<file path="src/hw/ooo_defines.svh">
`ifndef OOO_DEFINES_SVH
`define OOO_DEFINES_SVH

// entries per lane queue
`define OOO_ENTRY_SIZE 8

// operand and result width
`define OOO_DATA_W 16

// rename id width, 32 tags
`define OOO_RNID_W 5

// credit counter holds 0..ENTRY_SIZE
`define OOO_CREDIT_W ($clog2(`OOO_ENTRY_SIZE) + 1)

`endif

</file>
<file path="src/hw/ooo_pkg.sv">
`include "ooo_defines.svh"

package ooo_pkg;

  typedef enum logic [1:0] {
    OP_ADD = 2'd0,
    OP_SUB = 2'd1,
    OP_AND = 2'd2,
    OP_XOR = 2'd3
  } op_e;

  // tag view of an operand word, rnid sits in the low bits
  typedef struct packed {
    logic [`OOO_DATA_W-`OOO_RNID_W-1:0] pad;
    logic [`OOO_RNID_W-1:0]             rnid;
  } opnd_tag_t;

  typedef union packed {
    logic [`OOO_DATA_W-1:0] value;  // when ready
    opnd_tag_t              tag;    // while waiting
  } opnd_u;

  typedef struct packed {
    logic  ready;
    opnd_u opnd;
  } src_t;

  typedef struct packed {
    op_e                    op;
    src_t                   src1;
    src_t                   src2;
    logic [`OOO_RNID_W-1:0] rnid;
  } disp_t;

  typedef struct packed {
    op_e                    op;
    logic [`OOO_DATA_W-1:0] val1;
    logic [`OOO_DATA_W-1:0] val2;
    logic [`OOO_RNID_W-1:0] rnid;
  } issue_t;

endpackage

</file>
<file path="src/hw/result_if.sv">
`include "ooo_defines.svh"

// single broadcast result bus, one result per cycle
interface result_if;

  logic                   valid;
  logic [`OOO_RNID_W-1:0] rnid;
  logic [`OOO_DATA_W-1:0] value;
  logic                   lane;   // producing lane

  modport drv (
    output valid,
    output rnid,
    output value,
    output lane
  );

  modport lsn (
    input valid,
    input rnid,
    input value,
    input lane
  );

endinterface

</file>
<file path="src/hw/alu_pipe.sv">
`include "ooo_defines.svh"

module alu_pipe
  import ooo_pkg::*;
(
  input  logic                   i_clk,
  input  logic                   i_rst_n,
  input  logic                   i_iss_valid,
  input  issue_t                 i_iss,
  input  logic                   i_grant,
  output logic                   o_stall,
  output logic                   o_res_valid,
  output logic [`OOO_RNID_W-1:0] o_res_rnid,
  output logic [`OOO_DATA_W-1:0] o_res_value
);

  logic                   r_valid;
  logic [`OOO_RNID_W-1:0] r_rnid;
  logic [`OOO_DATA_W-1:0] r_value;
  logic [`OOO_DATA_W-1:0] w_result;
  logic                   w_load;

  always_comb begin
    case (i_iss.op)
      OP_ADD:  w_result = i_iss.val1 + i_iss.val2;
      OP_SUB:  w_result = i_iss.val1 - i_iss.val2;
      OP_AND:  w_result = i_iss.val1 & i_iss.val2;
      OP_XOR:  w_result = i_iss.val1 ^ i_iss.val2;
      default: w_result = '0;
    endcase
  end

  // output register free, or leaving this cycle
  assign w_load = ~r_valid | i_grant;

  always_ff @(posedge i_clk or negedge i_rst_n) begin
    if (!i_rst_n) begin
      r_valid <= 1'b0;
    end else if (w_load) begin
      r_valid <= i_iss_valid;
    end
  end

  always_ff @(posedge i_clk) begin
    if (w_load && i_iss_valid) begin
      r_rnid  <= i_iss.rnid;
      r_value <= w_result;
    end
  end

  assign o_stall     = r_valid & ~i_grant;  // holding an ungranted result
  assign o_res_valid = r_valid;
  assign o_res_rnid  = r_rnid;
  assign o_res_value = r_value;

endmodule

</file>
<file path="src/hw/issue_sched.sv">
`include "ooo_defines.svh"

module issue_sched
  import ooo_pkg::*;
(
  input  logic   i_clk,
  input  logic   i_rst_n,
  input  logic   i_disp_valid,
  input  disp_t  i_disp,
  output logic   o_credit,
  result_if.lsn  wake,
  input  logic   i_stall,
  output logic   o_iss_valid,
  output issue_t o_iss
);

  localparam int N     = `OOO_ENTRY_SIZE;
  localparam int PTR_W = $clog2(N);

  logic [N-1:0]     r_vld;
  disp_t            r_ent [N];
  logic [PTR_W-1:0] r_in_ptr;
  logic [PTR_W-1:0] r_out_ptr;   // oldest live entry
  logic             r_credit;

  logic [N-1:0]     w_hit1;
  logic [N-1:0]     w_hit2;
  logic [N-1:0]     w_rdy;
  logic [N-1:0]     w_pick_oh;
  logic             w_pick_valid;
  logic [PTR_W-1:0] w_pick_idx;
  logic [PTR_W-1:0] w_alloc_idx;
  logic [PTR_W-1:0] w_out_next;
  disp_t            w_disp_woke;

  function automatic logic tag_hit(src_t s, logic bus_valid,
                                   logic [`OOO_RNID_W-1:0] bus_rnid);
    return !s.ready && bus_valid && (s.opnd.tag.rnid == bus_rnid);
  endfunction

  // capture the bus value into a waiting operand
  function automatic src_t wake_src(src_t s, logic hit, logic [`OOO_DATA_W-1:0] val);
    src_t r;
    r = s;
    if (hit) begin
      r.ready      = 1'b1;
      r.opnd.value = val;
    end
    return r;
  endfunction

  always_comb begin
    for (int i = 0; i < N; i++) begin
      w_hit1[i] = tag_hit(r_ent[i].src1, wake.valid, wake.rnid);
      w_hit2[i] = tag_hit(r_ent[i].src2, wake.valid, wake.rnid);
      w_rdy[i]  = r_vld[i] & (r_ent[i].src1.ready | w_hit1[i])
                           & (r_ent[i].src2.ready | w_hit2[i]);
    end
  end

  // oldest ready, walking the ring from the out pointer
  always_comb begin
    logic [PTR_W-1:0] idx;
    logic             found;
    found      = 1'b0;
    w_pick_idx = r_out_ptr;
    for (int k = 0; k < N; k++) begin
      idx = r_out_ptr + PTR_W'(k);
      if (!found && w_rdy[idx]) begin
        found      = 1'b1;
        w_pick_idx = idx;
      end
    end
    w_pick_valid = found & ~i_stall;
  end

  assign w_pick_oh = w_pick_valid ? ({{(N-1){1'b0}}, 1'b1} << w_pick_idx) : '0;

  // normally the in pointer itself
  always_comb begin
    logic [PTR_W-1:0] idx;
    logic             found;
    found       = 1'b0;
    w_alloc_idx = r_in_ptr;
    for (int k = 0; k < N; k++) begin
      idx = r_in_ptr + PTR_W'(k);
      if (!found && !r_vld[idx]) begin
        found       = 1'b1;
        w_alloc_idx = idx;
      end
    end
  end

  // skip slots freed by issue
  always_comb begin
    logic [PTR_W-1:0] idx;
    logic [N-1:0]     stay;
    logic             found;
    stay       = r_vld & ~w_pick_oh;
    found      = 1'b0;
    w_out_next = i_disp_valid ? w_alloc_idx : r_in_ptr;  // drained
    for (int k = 0; k < N; k++) begin
      idx = r_out_ptr + PTR_W'(k);
      if (!found && stay[idx]) begin
        found      = 1'b1;
        w_out_next = idx;
      end
    end
  end

  // producer may complete in the dispatch cycle
  always_comb begin
    w_disp_woke      = i_disp;
    w_disp_woke.src1 = wake_src(i_disp.src1, tag_hit(i_disp.src1, wake.valid, wake.rnid),
                                wake.value);
    w_disp_woke.src2 = wake_src(i_disp.src2, tag_hit(i_disp.src2, wake.valid, wake.rnid),
                                wake.value);
  end

  always_ff @(posedge i_clk or negedge i_rst_n) begin
    if (!i_rst_n) begin
      r_vld     <= '0;
      r_in_ptr  <= '0;
      r_out_ptr <= '0;
      r_credit  <= 1'b0;
    end else begin
      r_vld <= (r_vld & ~w_pick_oh)
             | (i_disp_valid ? ({{(N-1){1'b0}}, 1'b1} << w_alloc_idx) : '0);
      if (i_disp_valid) begin
        r_in_ptr <= w_alloc_idx + 1'b1;
      end
      r_out_ptr <= w_out_next;
      r_credit  <= w_pick_valid;  // one credit per freed entry
    end
  end

  always_ff @(posedge i_clk) begin
    for (int i = 0; i < N; i++) begin
      if (i_disp_valid && (w_alloc_idx == PTR_W'(i))) begin
        r_ent[i] <= w_disp_woke;
      end else begin
        r_ent[i].src1 <= wake_src(r_ent[i].src1, w_hit1[i], wake.value);
        r_ent[i].src2 <= wake_src(r_ent[i].src2, w_hit2[i], wake.value);
      end
    end
  end

  always_comb begin
    disp_t e;
    e          = r_ent[w_pick_idx];
    o_iss.op   = e.op;
    o_iss.val1 = w_hit1[w_pick_idx] ? wake.value : e.src1.opnd.value;
    o_iss.val2 = w_hit2[w_pick_idx] ? wake.value : e.src2.opnd.value;
    o_iss.rnid = e.rnid;
  end

  assign o_iss_valid = w_pick_valid;
  assign o_credit    = r_credit;

endmodule

</file>
<file path="src/hw/ooo_core_top.sv">
`include "ooo_defines.svh"

module ooo_core_top
  import ooo_pkg::*;
(
  input  logic                   i_clk,
  input  logic                   i_rst_n,
  input  logic                   i_disp_valid_0,
  input  disp_t                  i_disp_0,
  input  logic                   i_disp_valid_1,
  input  disp_t                  i_disp_1,
  output logic                   o_credit_0,
  output logic                   o_credit_1,
  output logic                   o_done_valid,
  output logic [`OOO_RNID_W-1:0] o_done_rnid,
  output logic [`OOO_DATA_W-1:0] o_done_value,
  output logic                   o_done_lane
);

  result_if u_res_bus ();

  logic                   w_iss_valid_0;
  issue_t                 w_iss_0;
  logic                   w_stall_0;
  logic                   w_grant_0;
  logic                   w_res_valid_0;
  logic [`OOO_RNID_W-1:0] w_res_rnid_0;
  logic [`OOO_DATA_W-1:0] w_res_value_0;

  logic                   w_iss_valid_1;
  issue_t                 w_iss_1;
  logic                   w_stall_1;
  logic                   w_grant_1;
  logic                   w_res_valid_1;
  logic [`OOO_RNID_W-1:0] w_res_rnid_1;
  logic [`OOO_DATA_W-1:0] w_res_value_1;

  // lane 0
  issue_sched u_sched_0 (
    .i_clk(i_clk), .i_rst_n(i_rst_n),
    .i_disp_valid(i_disp_valid_0), .i_disp(i_disp_0), .o_credit(o_credit_0),
    .wake(u_res_bus), .i_stall(w_stall_0),
    .o_iss_valid(w_iss_valid_0), .o_iss(w_iss_0)
  );

  alu_pipe u_alu_0 (
    .i_clk(i_clk), .i_rst_n(i_rst_n),
    .i_iss_valid(w_iss_valid_0), .i_iss(w_iss_0),
    .i_grant(w_grant_0), .o_stall(w_stall_0),
    .o_res_valid(w_res_valid_0), .o_res_rnid(w_res_rnid_0), .o_res_value(w_res_value_0)
  );

  // lane 1
  issue_sched u_sched_1 (
    .i_clk(i_clk), .i_rst_n(i_rst_n),
    .i_disp_valid(i_disp_valid_1), .i_disp(i_disp_1), .o_credit(o_credit_1),
    .wake(u_res_bus), .i_stall(w_stall_1),
    .o_iss_valid(w_iss_valid_1), .o_iss(w_iss_1)
  );

  alu_pipe u_alu_1 (
    .i_clk(i_clk), .i_rst_n(i_rst_n),
    .i_iss_valid(w_iss_valid_1), .i_iss(w_iss_1),
    .i_grant(w_grant_1), .o_stall(w_stall_1),
    .o_res_valid(w_res_valid_1), .o_res_rnid(w_res_rnid_1), .o_res_value(w_res_value_1)
  );

  wb_merge u_merge (
    .i_clk(i_clk), .i_rst_n(i_rst_n),
    .i_valid_0(w_res_valid_0), .i_rnid_0(w_res_rnid_0), .i_value_0(w_res_value_0),
    .i_valid_1(w_res_valid_1), .i_rnid_1(w_res_rnid_1), .i_value_1(w_res_value_1),
    .o_grant_0(w_grant_0), .o_grant_1(w_grant_1),
    .bus(u_res_bus)
  );

  // done report taps the wakeup bus
  assign o_done_valid = u_res_bus.valid;
  assign o_done_rnid  = u_res_bus.rnid;
  assign o_done_value = u_res_bus.value;
  assign o_done_lane  = u_res_bus.lane;

endmodule

</file>
<file path="src/hw/wb_merge.sv">
`include "ooo_defines.svh"

module wb_merge
  import ooo_pkg::*;
(
  input  logic                   i_clk,
  input  logic                   i_rst_n,
  input  logic                   i_valid_0,
  input  logic [`OOO_RNID_W-1:0] i_rnid_0,
  input  logic [`OOO_DATA_W-1:0] i_value_0,
  input  logic                   i_valid_1,
  input  logic [`OOO_RNID_W-1:0] i_rnid_1,
  input  logic [`OOO_DATA_W-1:0] i_value_1,
  output logic                   o_grant_0,
  output logic                   o_grant_1,
  result_if.drv                  bus
);

  logic                   r_last;   // lane granted last time
  logic                   r_valid;
  logic                   r_lane;
  logic [`OOO_RNID_W-1:0] r_rnid;
  logic [`OOO_DATA_W-1:0] r_value;

  // on a tie the other lane wins
  assign o_grant_0 = i_valid_0 & (~i_valid_1 | r_last);
  assign o_grant_1 = i_valid_1 & (~i_valid_0 | ~r_last);

  always_ff @(posedge i_clk or negedge i_rst_n) begin
    if (!i_rst_n) begin
      r_last  <= 1'b1;
      r_valid <= 1'b0;
    end else begin
      r_valid <= o_grant_0 | o_grant_1;
      if (o_grant_0 | o_grant_1) begin
        r_last <= o_grant_1;
      end
    end
  end

  always_ff @(posedge i_clk) begin
    if (o_grant_0 | o_grant_1) begin
      r_lane  <= o_grant_1;
      r_rnid  <= o_grant_1 ? i_rnid_1 : i_rnid_0;
      r_value <= o_grant_1 ? i_value_1 : i_value_0;
    end
  end

  assign bus.valid = r_valid;
  assign bus.rnid  = r_rnid;
  assign bus.value = r_value;
  assign bus.lane  = r_lane;

endmodule

</file>
<file path="config.mk">
export PLATFORM = sky130hd
export DESIGN_NAME = ooo_core_top
export DESIGN_NICKNAME = d
export VERILOG_FILES = /design/src/hw/ooo_pkg.sv /design/src/hw/result_if.sv /design/src/hw/alu_pipe.sv /design/src/hw/issue_sched.sv /design/src/hw/ooo_core_top.sv /design/src/hw/wb_merge.sv
export VERILOG_INCLUDE_DIRS = /design/src /design/src/hw
export SDC_FILE = /design/constraint.sdc
export NUM_CORES = 2
export LEC_CHECK = 0
export ABC_AREA = 1
export BUFFER_PORTS_ARGS = -buffer_cell sky130_fd_sc_hd__buf_4
export CAP_MARGIN = 20
export CORE_MARGIN = 3
export CORE_UTILIZATION = 30
export CTS_CLUSTER_SIZE = 40
export DETAILED_ROUTE_END_ITERATION = 12
export PLACE_DENSITY = 0.42
export SYNTH_ARGS = -nofsm -noshare
export SYNTH_HDL_FRONTEND = slang
export SYNTH_SLANG_ARGS = --single-unit
</file>
<file path="constraint.sdc">
create_clock -name i_clk -period 8.8 [get_ports i_clk]
set_input_delay 0.88 -clock i_clk [delete_from_list [all_inputs] [get_ports i_clk]]
set_output_delay 0.88 -clock i_clk [all_outputs]
set_load 0.02 [all_outputs]
</file>
* Word level (Yosys, flattened, before mapping)
Memory sizes are Yosys's and may differ from the RTL's. Index checks and enable logic that the tools add are counted.
Word-level totals: register bits 98, memory bits (writable) 656, output and inout bits 25, logic and storage cells 855, memories 2
Operators by class: add/subtract/negate cells 34, $lt $le $gt $ge 34, equality and inequality tests 58, shift-type cells 4, multiplexer cells 354, bitwise logic cells 124, reduce and logical (&&, ||, !) cells 226
Memory list:
- u_sched_0.r_ent | words 8, bits a word 41, rd ports 9, clocked after Yosys merged registers in 0, wr ports 8, RTL line issue_sched.sv:21 | disp_t r_ent [N];
- u_sched_1.r_ent | words 8, bits a word 41, rd ports 9, clocked after Yosys merged registers in 0, wr ports 8, RTL line issue_sched.sv:21
Operator list (count):
- 17-bit 2-to-1 mux | 100
- 5-bit == test | 36
- 1-bit binary-select mux with 3-bit select | 52
- 1-bit 2-to-1 mux | 144
- 3-bit 2-to-1 mux | 46
- 3-bit by 4-bit < comparator with 1-bit output, second input constant | 34
- 1-bit logical AND | 132
- 16-bit one-hot mux with 4 select lines | 2
- 1-bit logical NOT | 90
- 16-bit 2-to-1 mux | 5
- 1-bit OR | 69
- 3-bit adder, second input constant | 16
- 1-bit AND | 38
- 16-bit adder | 2
- 16-bit AND | 2
- 8-bit 2-to-1 mux | 4
- 1-bit by 3-bit left shift with 8-bit output, first input constant | 4
- 16-bit subtractor | 2
- 16-bit bitwise XOR | 2
- 3-bit by 2-bit adder with 3-bit output, second input constant | 8
- 3-bit == test, second input constant | 8
- 3-bit by 1-bit adder with 3-bit output, second input constant | 6
- 8-bit AND | 2
- 8-bit != test, second input constant | 2
- 10 further kinds | 28

* Depth between registers and ports, before layout
An unclocked memory read counts as a cell.
word-level depth 59, depth in mapped cells 61

* By module
A second synthesis with hierarchy kept.
Second synthesis, totals: cell total of the unflattened synthesis 5203, area total of the unflattened synthesis 44477.7 um^2
Modules (own cells, without submodules):
- issue_sched at u_sched_1 | times used 1, cells an instance 2274, area an instance 19393.6 um^2
- issue_sched at u_sched_0 | times used 1, cells an instance 2186, area an instance 19227.2 um^2
- alu_pipe at u_alu_1 | times used 1, cells an instance 323, area an instance 2414.8 um^2
- alu_pipe at u_alu_0 | times used 1, cells an instance 319, area an instance 2359.8 um^2
- wb_merge | times used 1, cells an instance 101, area an instance 1082.3 um^2

* Least setup slack after synthesis
No wires, ideal clock.
kind reg-to-reg, start point reg u_sched_0.r_out_ptr[0], end point reg u_alu_0.r_value[15] (netlist: u_alu_0.o_res_value[15]) (data pin), setup time 0.253 ns, data arrival time 6.506 ns, slack 2.041 ns, stages on the path, launching flop included 50, clock period less this slack 6.759 ns, cells stage by stage dfrtp_1 -> clkinv_1 -> clkbuf_1 -> ha_1 -> inv_1 -> clkbuf_1 -> nand2_1 -> nand2_1 -> nand2_1 -> nand2_1 -> inv_2 -> nor2_8 -> nand4_4 -> nor2_4 -> nand2_1 -> nand2_4 -> inv_2 -> nand2_2 -> (+14 left out) -> o21ai_0 -> and2_1 -> nor2_1 -> nor2_1 -> nor2_1 -> o21ai_0 -> a21oi_1 -> o21bai_1 -> nand3_1 -> nand2_1 -> nand2_1 -> nand2_1 -> a21oi_1 -> nand3b_1 -> nand2_1 -> nand3b_1 -> nand3_1 -> nand2_1
Between the ends: word-level cells in the longest chain between the ends 29
RTL lines:
- start: declaration | RTL line issue_sched.sv:23 | logic [PTR_W-1:0] r_out_ptr;
- start signal: assignment | RTL line issue_sched.sv:132 | r_out_ptr <= w_out_next;
- parallel branches: the longest is 23 deep, another holds 3-bit by 1-bit adder with 3-bit output
- 3-bit 2-to-1 mux (*) | RTL line issue_sched.sv:69 | if (!found && w_rdy[idx]) begin
- 1-bit binary-select mux with 3-bit select, on equally long branches | RTL line issue_sched.sv:152, issue_sched.sv:153
- 1-bit 2-to-1 mux, on equally long branches | RTL line issue_sched.sv:152, issue_sched.sv:153
- 16-bit 2-to-1 mux, on equally long branches | RTL line issue_sched.sv:152, issue_sched.sv:153
- 16-bit subtractor (tied with other cells) | RTL line alu_pipe.sv:26 | OP_SUB: w_result = i_iss.val1 - i_iss.val2;
- 16-bit one-hot mux with 4 select lines (*) | RTL line alu_pipe.sv:24 | case (i_iss.op)
- via u_alu_0.w_result[15] | RTL line alu_pipe.sv:20 | logic [`OOO_DATA_W-1:0] w_result;
- end signal: assignment | RTL line alu_pipe.sv:47 | r_value <= w_result;
- end: declaration | RTL line alu_pipe.sv:19 | logic [`OOO_DATA_W-1:0] r_value;
Mark *: on every way through the listed nets, which the timed path passes. The select of a mux whose other input is x is not followed. A chain may end at the register's enable or synchronous reset.

* Final worst setup path
start point reg u_merge.r_rnid[2] (netlist: u_merge.bus.rnid[2]), end point reg u_alu_0.r_value[12] (netlist: u_alu_0.o_res_value[12]) (data pin)
Between the ends: word-level cells in the longest chain between the ends 34
RTL lines:
- start: declaration | RTL line wb_merge.sv:22 | logic [`OOO_RNID_W-1:0] r_rnid;
- start signal: assignment | RTL line wb_merge.sv:44 | r_rnid <= o_grant_1 ? i_rnid_1 : i_rnid_0;
- 5-bit == test | RTL line issue_sched.sv:38 | return !s.ready && bus_valid && (s.opnd.tag.rnid == bus_rnid);
- 1-bit logical AND | RTL line issue_sched.sv:38
- 1-bit OR | RTL line issue_sched.sv:56 | w_rdy[i] = r_vld[i] & (r_ent[i].src1.ready | w_hit1[i])
- 1-bit AND | RTL line issue_sched.sv:56
- 1-bit AND | RTL line issue_sched.sv:57 | & (r_ent[i].src2.ready | w_hit2[i]);
- 1-bit binary-select mux with 3-bit select | RTL line issue_sched.sv:69
- 1-bit 2-to-1 mux (not written as such) | RTL line issue_sched.sv:69
- 1-bit 2-to-1 mux | RTL line issue_sched.sv:69
- (+19 left out)
- 1-bit logical AND | RTL line issue_sched.sv:69
- 3-bit 2-to-1 mux | RTL line issue_sched.sv:69
- 1-bit binary-select mux with 3-bit select, on equally long branches | RTL line issue_sched.sv:152, issue_sched.sv:153
- 1-bit 2-to-1 mux, on equally long branches | RTL line issue_sched.sv:152, issue_sched.sv:153
- 16-bit 2-to-1 mux, on equally long branches | RTL line issue_sched.sv:152, issue_sched.sv:153
- 16-bit subtractor (tied with other cells) | RTL line alu_pipe.sv:26
- 16-bit one-hot mux with 4 select lines (*) | RTL line alu_pipe.sv:24
- via u_alu_0.w_result[12] | RTL line alu_pipe.sv:20
The timed path passes the listed nets; every way through them passes the cells marked *. The select of a mux whose other input is x is not followed.

==> impl_metrics.toml <==
[floorplanning]
io-pin-count = 111
die_h_um = 389
core_area_um2 = 146000
fp-row-count = 140
fp.dieArea_um2 = 152000
die_w_um = 389
initial_utilization = 0.302

[synthesis]
synth_top_family_by_area = "simple AND/OR/NAND/NOR gates"
synth_async_sr_flop_share = 0.0451
synthAdderAreaFrac = 0.0248
synth-seq-cells = 754
yosysUniqueCellTypes = 74
yosysSeqAreaShare = 0.510
yosys.area_share.simple = 0.254
syn_avg_cell_area_um2 = 8.33
synthFlopType = "edfxtp_1"
synth-compound-area-share = 0.134
synth_xor_area_frac = 0.0141
synth_warnings = 0
synth_nets = 5466
synthCells = 5294
synth_edf_count = 720
synth.area.mux_share = 0.00136
syn_area_um2 = 44100

[timing]
hold_viol_final = 0
finalCritPeriodShare = 0.918
final.min_clock_period_ns = 8.08
rsz0062_at_grt = "false"
setup_viol_count_final = 0
tns_ns = 0
worst_pin_slew_ns = 1.14
slew_headroom = 0.242
fmax_mhz = 124
drv_slew = 0
skew_ns = 0.0276

[final_layout]
fillers = 15300
final_cell_mix = "nand2_1, edfxtp_1, o21ai_0, nor2_1, inv_1"
nets = 5532
regArea_um2 = 22500
area_growth_pct = 13.9
multi_input_area_um2 = 19000
fin_util = 0.344
layout-drive-gt1-share = 0.106
final_common_cell = "nand2_1"

[drt]
wl_met3_mm = 11.4
wl_met1_mm = 81.7
viasPerCell = 5.31
dr_wl_met2_mm = 86.5
num_vias = 39000
antenna_left = 0
top_layer = "met4"
drtIter0Drc = 4021
firstDrtPassIters = 6
drt-total-wl_mm = 185
drc = 0
wire_per_inst_um = 25.2

[cts]
insertion_delay_ns = 0.72
numClockSinks = 754
clock-root-buffer = "clkbuf_16"
cts_setup_buffers = 0
cts_max_level = 3
cts.clk_slew.worst_paths_ns = 0.07
cts_buffers = 93
cts_tree = "done"
cts_buffer_depth = 3

[worst_setup_path]
crit_path_max_incr_delay_ns = 0.49
cp-start-kind = "flip-flop"
cp-end-kind = "flip-flop"
critPathSlowestCell = "buf_4"
critPathKind = "reg2reg"
crit_top_cell = "nand3_1"
crit_required_ns = 9.19
arrival_ns = 8.47
cp_num_buf_inv = 9
cp_top_family = "simple AND/OR/NAND/NOR gates"
critPathMaxFanout = 33

[worst_hold_path]
worstHoldPathType = "in2async"

[outcome]
outcome = "finished, final reports clean"

[grt]
grt_overflow_total = 0
grt_start_max_net_pins = 53
grtUsageTotal = 0.240
antenna_found_initial = 3
grt_pass1_wl_mm = 266
grt_pass1_vias = 37400

[placement]
dp_hpwl_mm = 127
gp_congestion = 0.907
port-buffer-count = 110

[job]
drv_cap = 0
[layer usage]
| metal | GRT usage | vias to the layer above |
|---|---|---|
| li1 | - | 18300 |
| met1 | 0.325 | 19100 |
| met2 | 0.398 | 1436 |
| met3 | 0.0304 | 246 |
| met4 | 0.0730 | 0 |
| met5 | 0 | - |
[worst paths after layout]
check | end | start | slack [ns] | cells after the start
setup / recovery | u_alu_0.o_res_value[12] | u_merge.bus.rnid[2] | 0.72 | 44
setup reg to reg | u_alu_0.o_res_value[12] | u_merge.bus.rnid[2] | 0.72 | 44
hold reg to reg | u_merge.r_last | u_alu_1.o_res_valid | 0.51 | 2
max in group asynchronous | u_sched_1.r_in_ptr[1] | i_rst_n | 8.14 | 1
min in group i_clk | u_sched_0.r_ent[3][1] | i_disp_0[1] | 0.41 | 1
hold / removal | u_sched_0.r_in_ptr[2] | i_rst_n | 0.17 | 1
[final cells by class]
| cell class | instances | area share |
|---|---|---|
| sequential | 754 | 0.448 |
| tap | 1917 | 0.0478 |
| antenna | 1 | 0.0000498 |
| clock inverter | 57 | 0.0107 |
| clock buffer | 113 | 0.0483 |
| inverter | 362 | 0.0275 |
| multi-input combinational | 3883 | 0.378 |
| timing repair buffer | 266 | 0.0402 |
[state kept, by name (all words and copies together) (netlist names), 5 cells and up]
signal	count
u_sched_0.r_ent	328
u_sched_1.r_ent	328
u_alu_0.o_res_value	16
u_alu_1.o_res_value	16
u_merge.bus.value	16
u_sched_0.r_vld	8
u_sched_1.r_vld	8
u_alu_0.o_res_rnid	5
u_alu_1.o_res_rnid	5
u_merge.bus.rnid	5
[Yosys cell counts (15+ instances only)]
cell      instances  area (um2)
o211ai_1         25         188
nor2_2           17         106
nor4_1           15        93.8
buf_2            53         265
buf_1            35         131
o22ai_1          35         219
o21ai_1          47         235
dfrtp_1          33         826
a211oi_1         24         180
inv_1           325        1220
a21oi_1         131         656
nand2_1        1761        6610
a41oi_1          21         184
clkbuf_1        169         634
buf_4            25         188
o21ai_0         634        3170
nor2_1          395        1480
a31oi_1          39         244
nand2_2          19         119
o21ai_2          16         140
edfxtp_1        720       21600
nand3_2          22         220
xor2_1           53         464
nand4_1          86         538
nand3_1         292        1460
ha_1             84        1050
a22oi_1          22         165
inv_2            26        97.6
xnor2_1          18         158
[worst register-to-register path, delay by kind of cell (launching register included)]
| family | cells | cell delay (ns) |
|---|---|---|
| AND/OR/NAND/NOR | 23 | 2.74 |
| AO/OA/AOI/OAI | 9 | 2.00 |
| buffers and inverters | 9 | 1.59 |
| adder cells (fa/ha/maj) | 2 | 0.71 |
| flip-flops | 1 | 0.39 |
| XOR/XNOR | 1 | 0.33 |
[cells by family after synthesis]
logic type / after synthesis
flip-flops: 754
buffers and inverters: 657
XOR/XNOR: 71
adder cells (fa/ha/maj): 86
AND/OR/NAND/NOR: 2666
AO/OA/AOI/OAI: 1054
multiplexers: 6
[timing repair]
item,CTS,global route
gates resized for setup,0,8
hold buffers,0,0
endpoints found under the setup margin,0,3
[through the flow]
stage | hold WS, ns | instances | instance area [um2] | setup slack, ns
after floorplan | 0.479 | 5294 | 44100 | 2.04
after global placement | 0.495 | 7176 | 47200 | 0.677
after detailed placement | 0.500 | 7180 | 47200 | 0.714
after CTS | 0.155 | 7350 | 50200 | 0.706
after global routing | 0.184 | 7352 | 50200 | 0.0140
final | 0.166 | 7353 | 50200 | 0.722
Power is left out: the tool's default activity adds up to more than one toggle a clock period on the data nets, which glitch-free logic cannot reach.
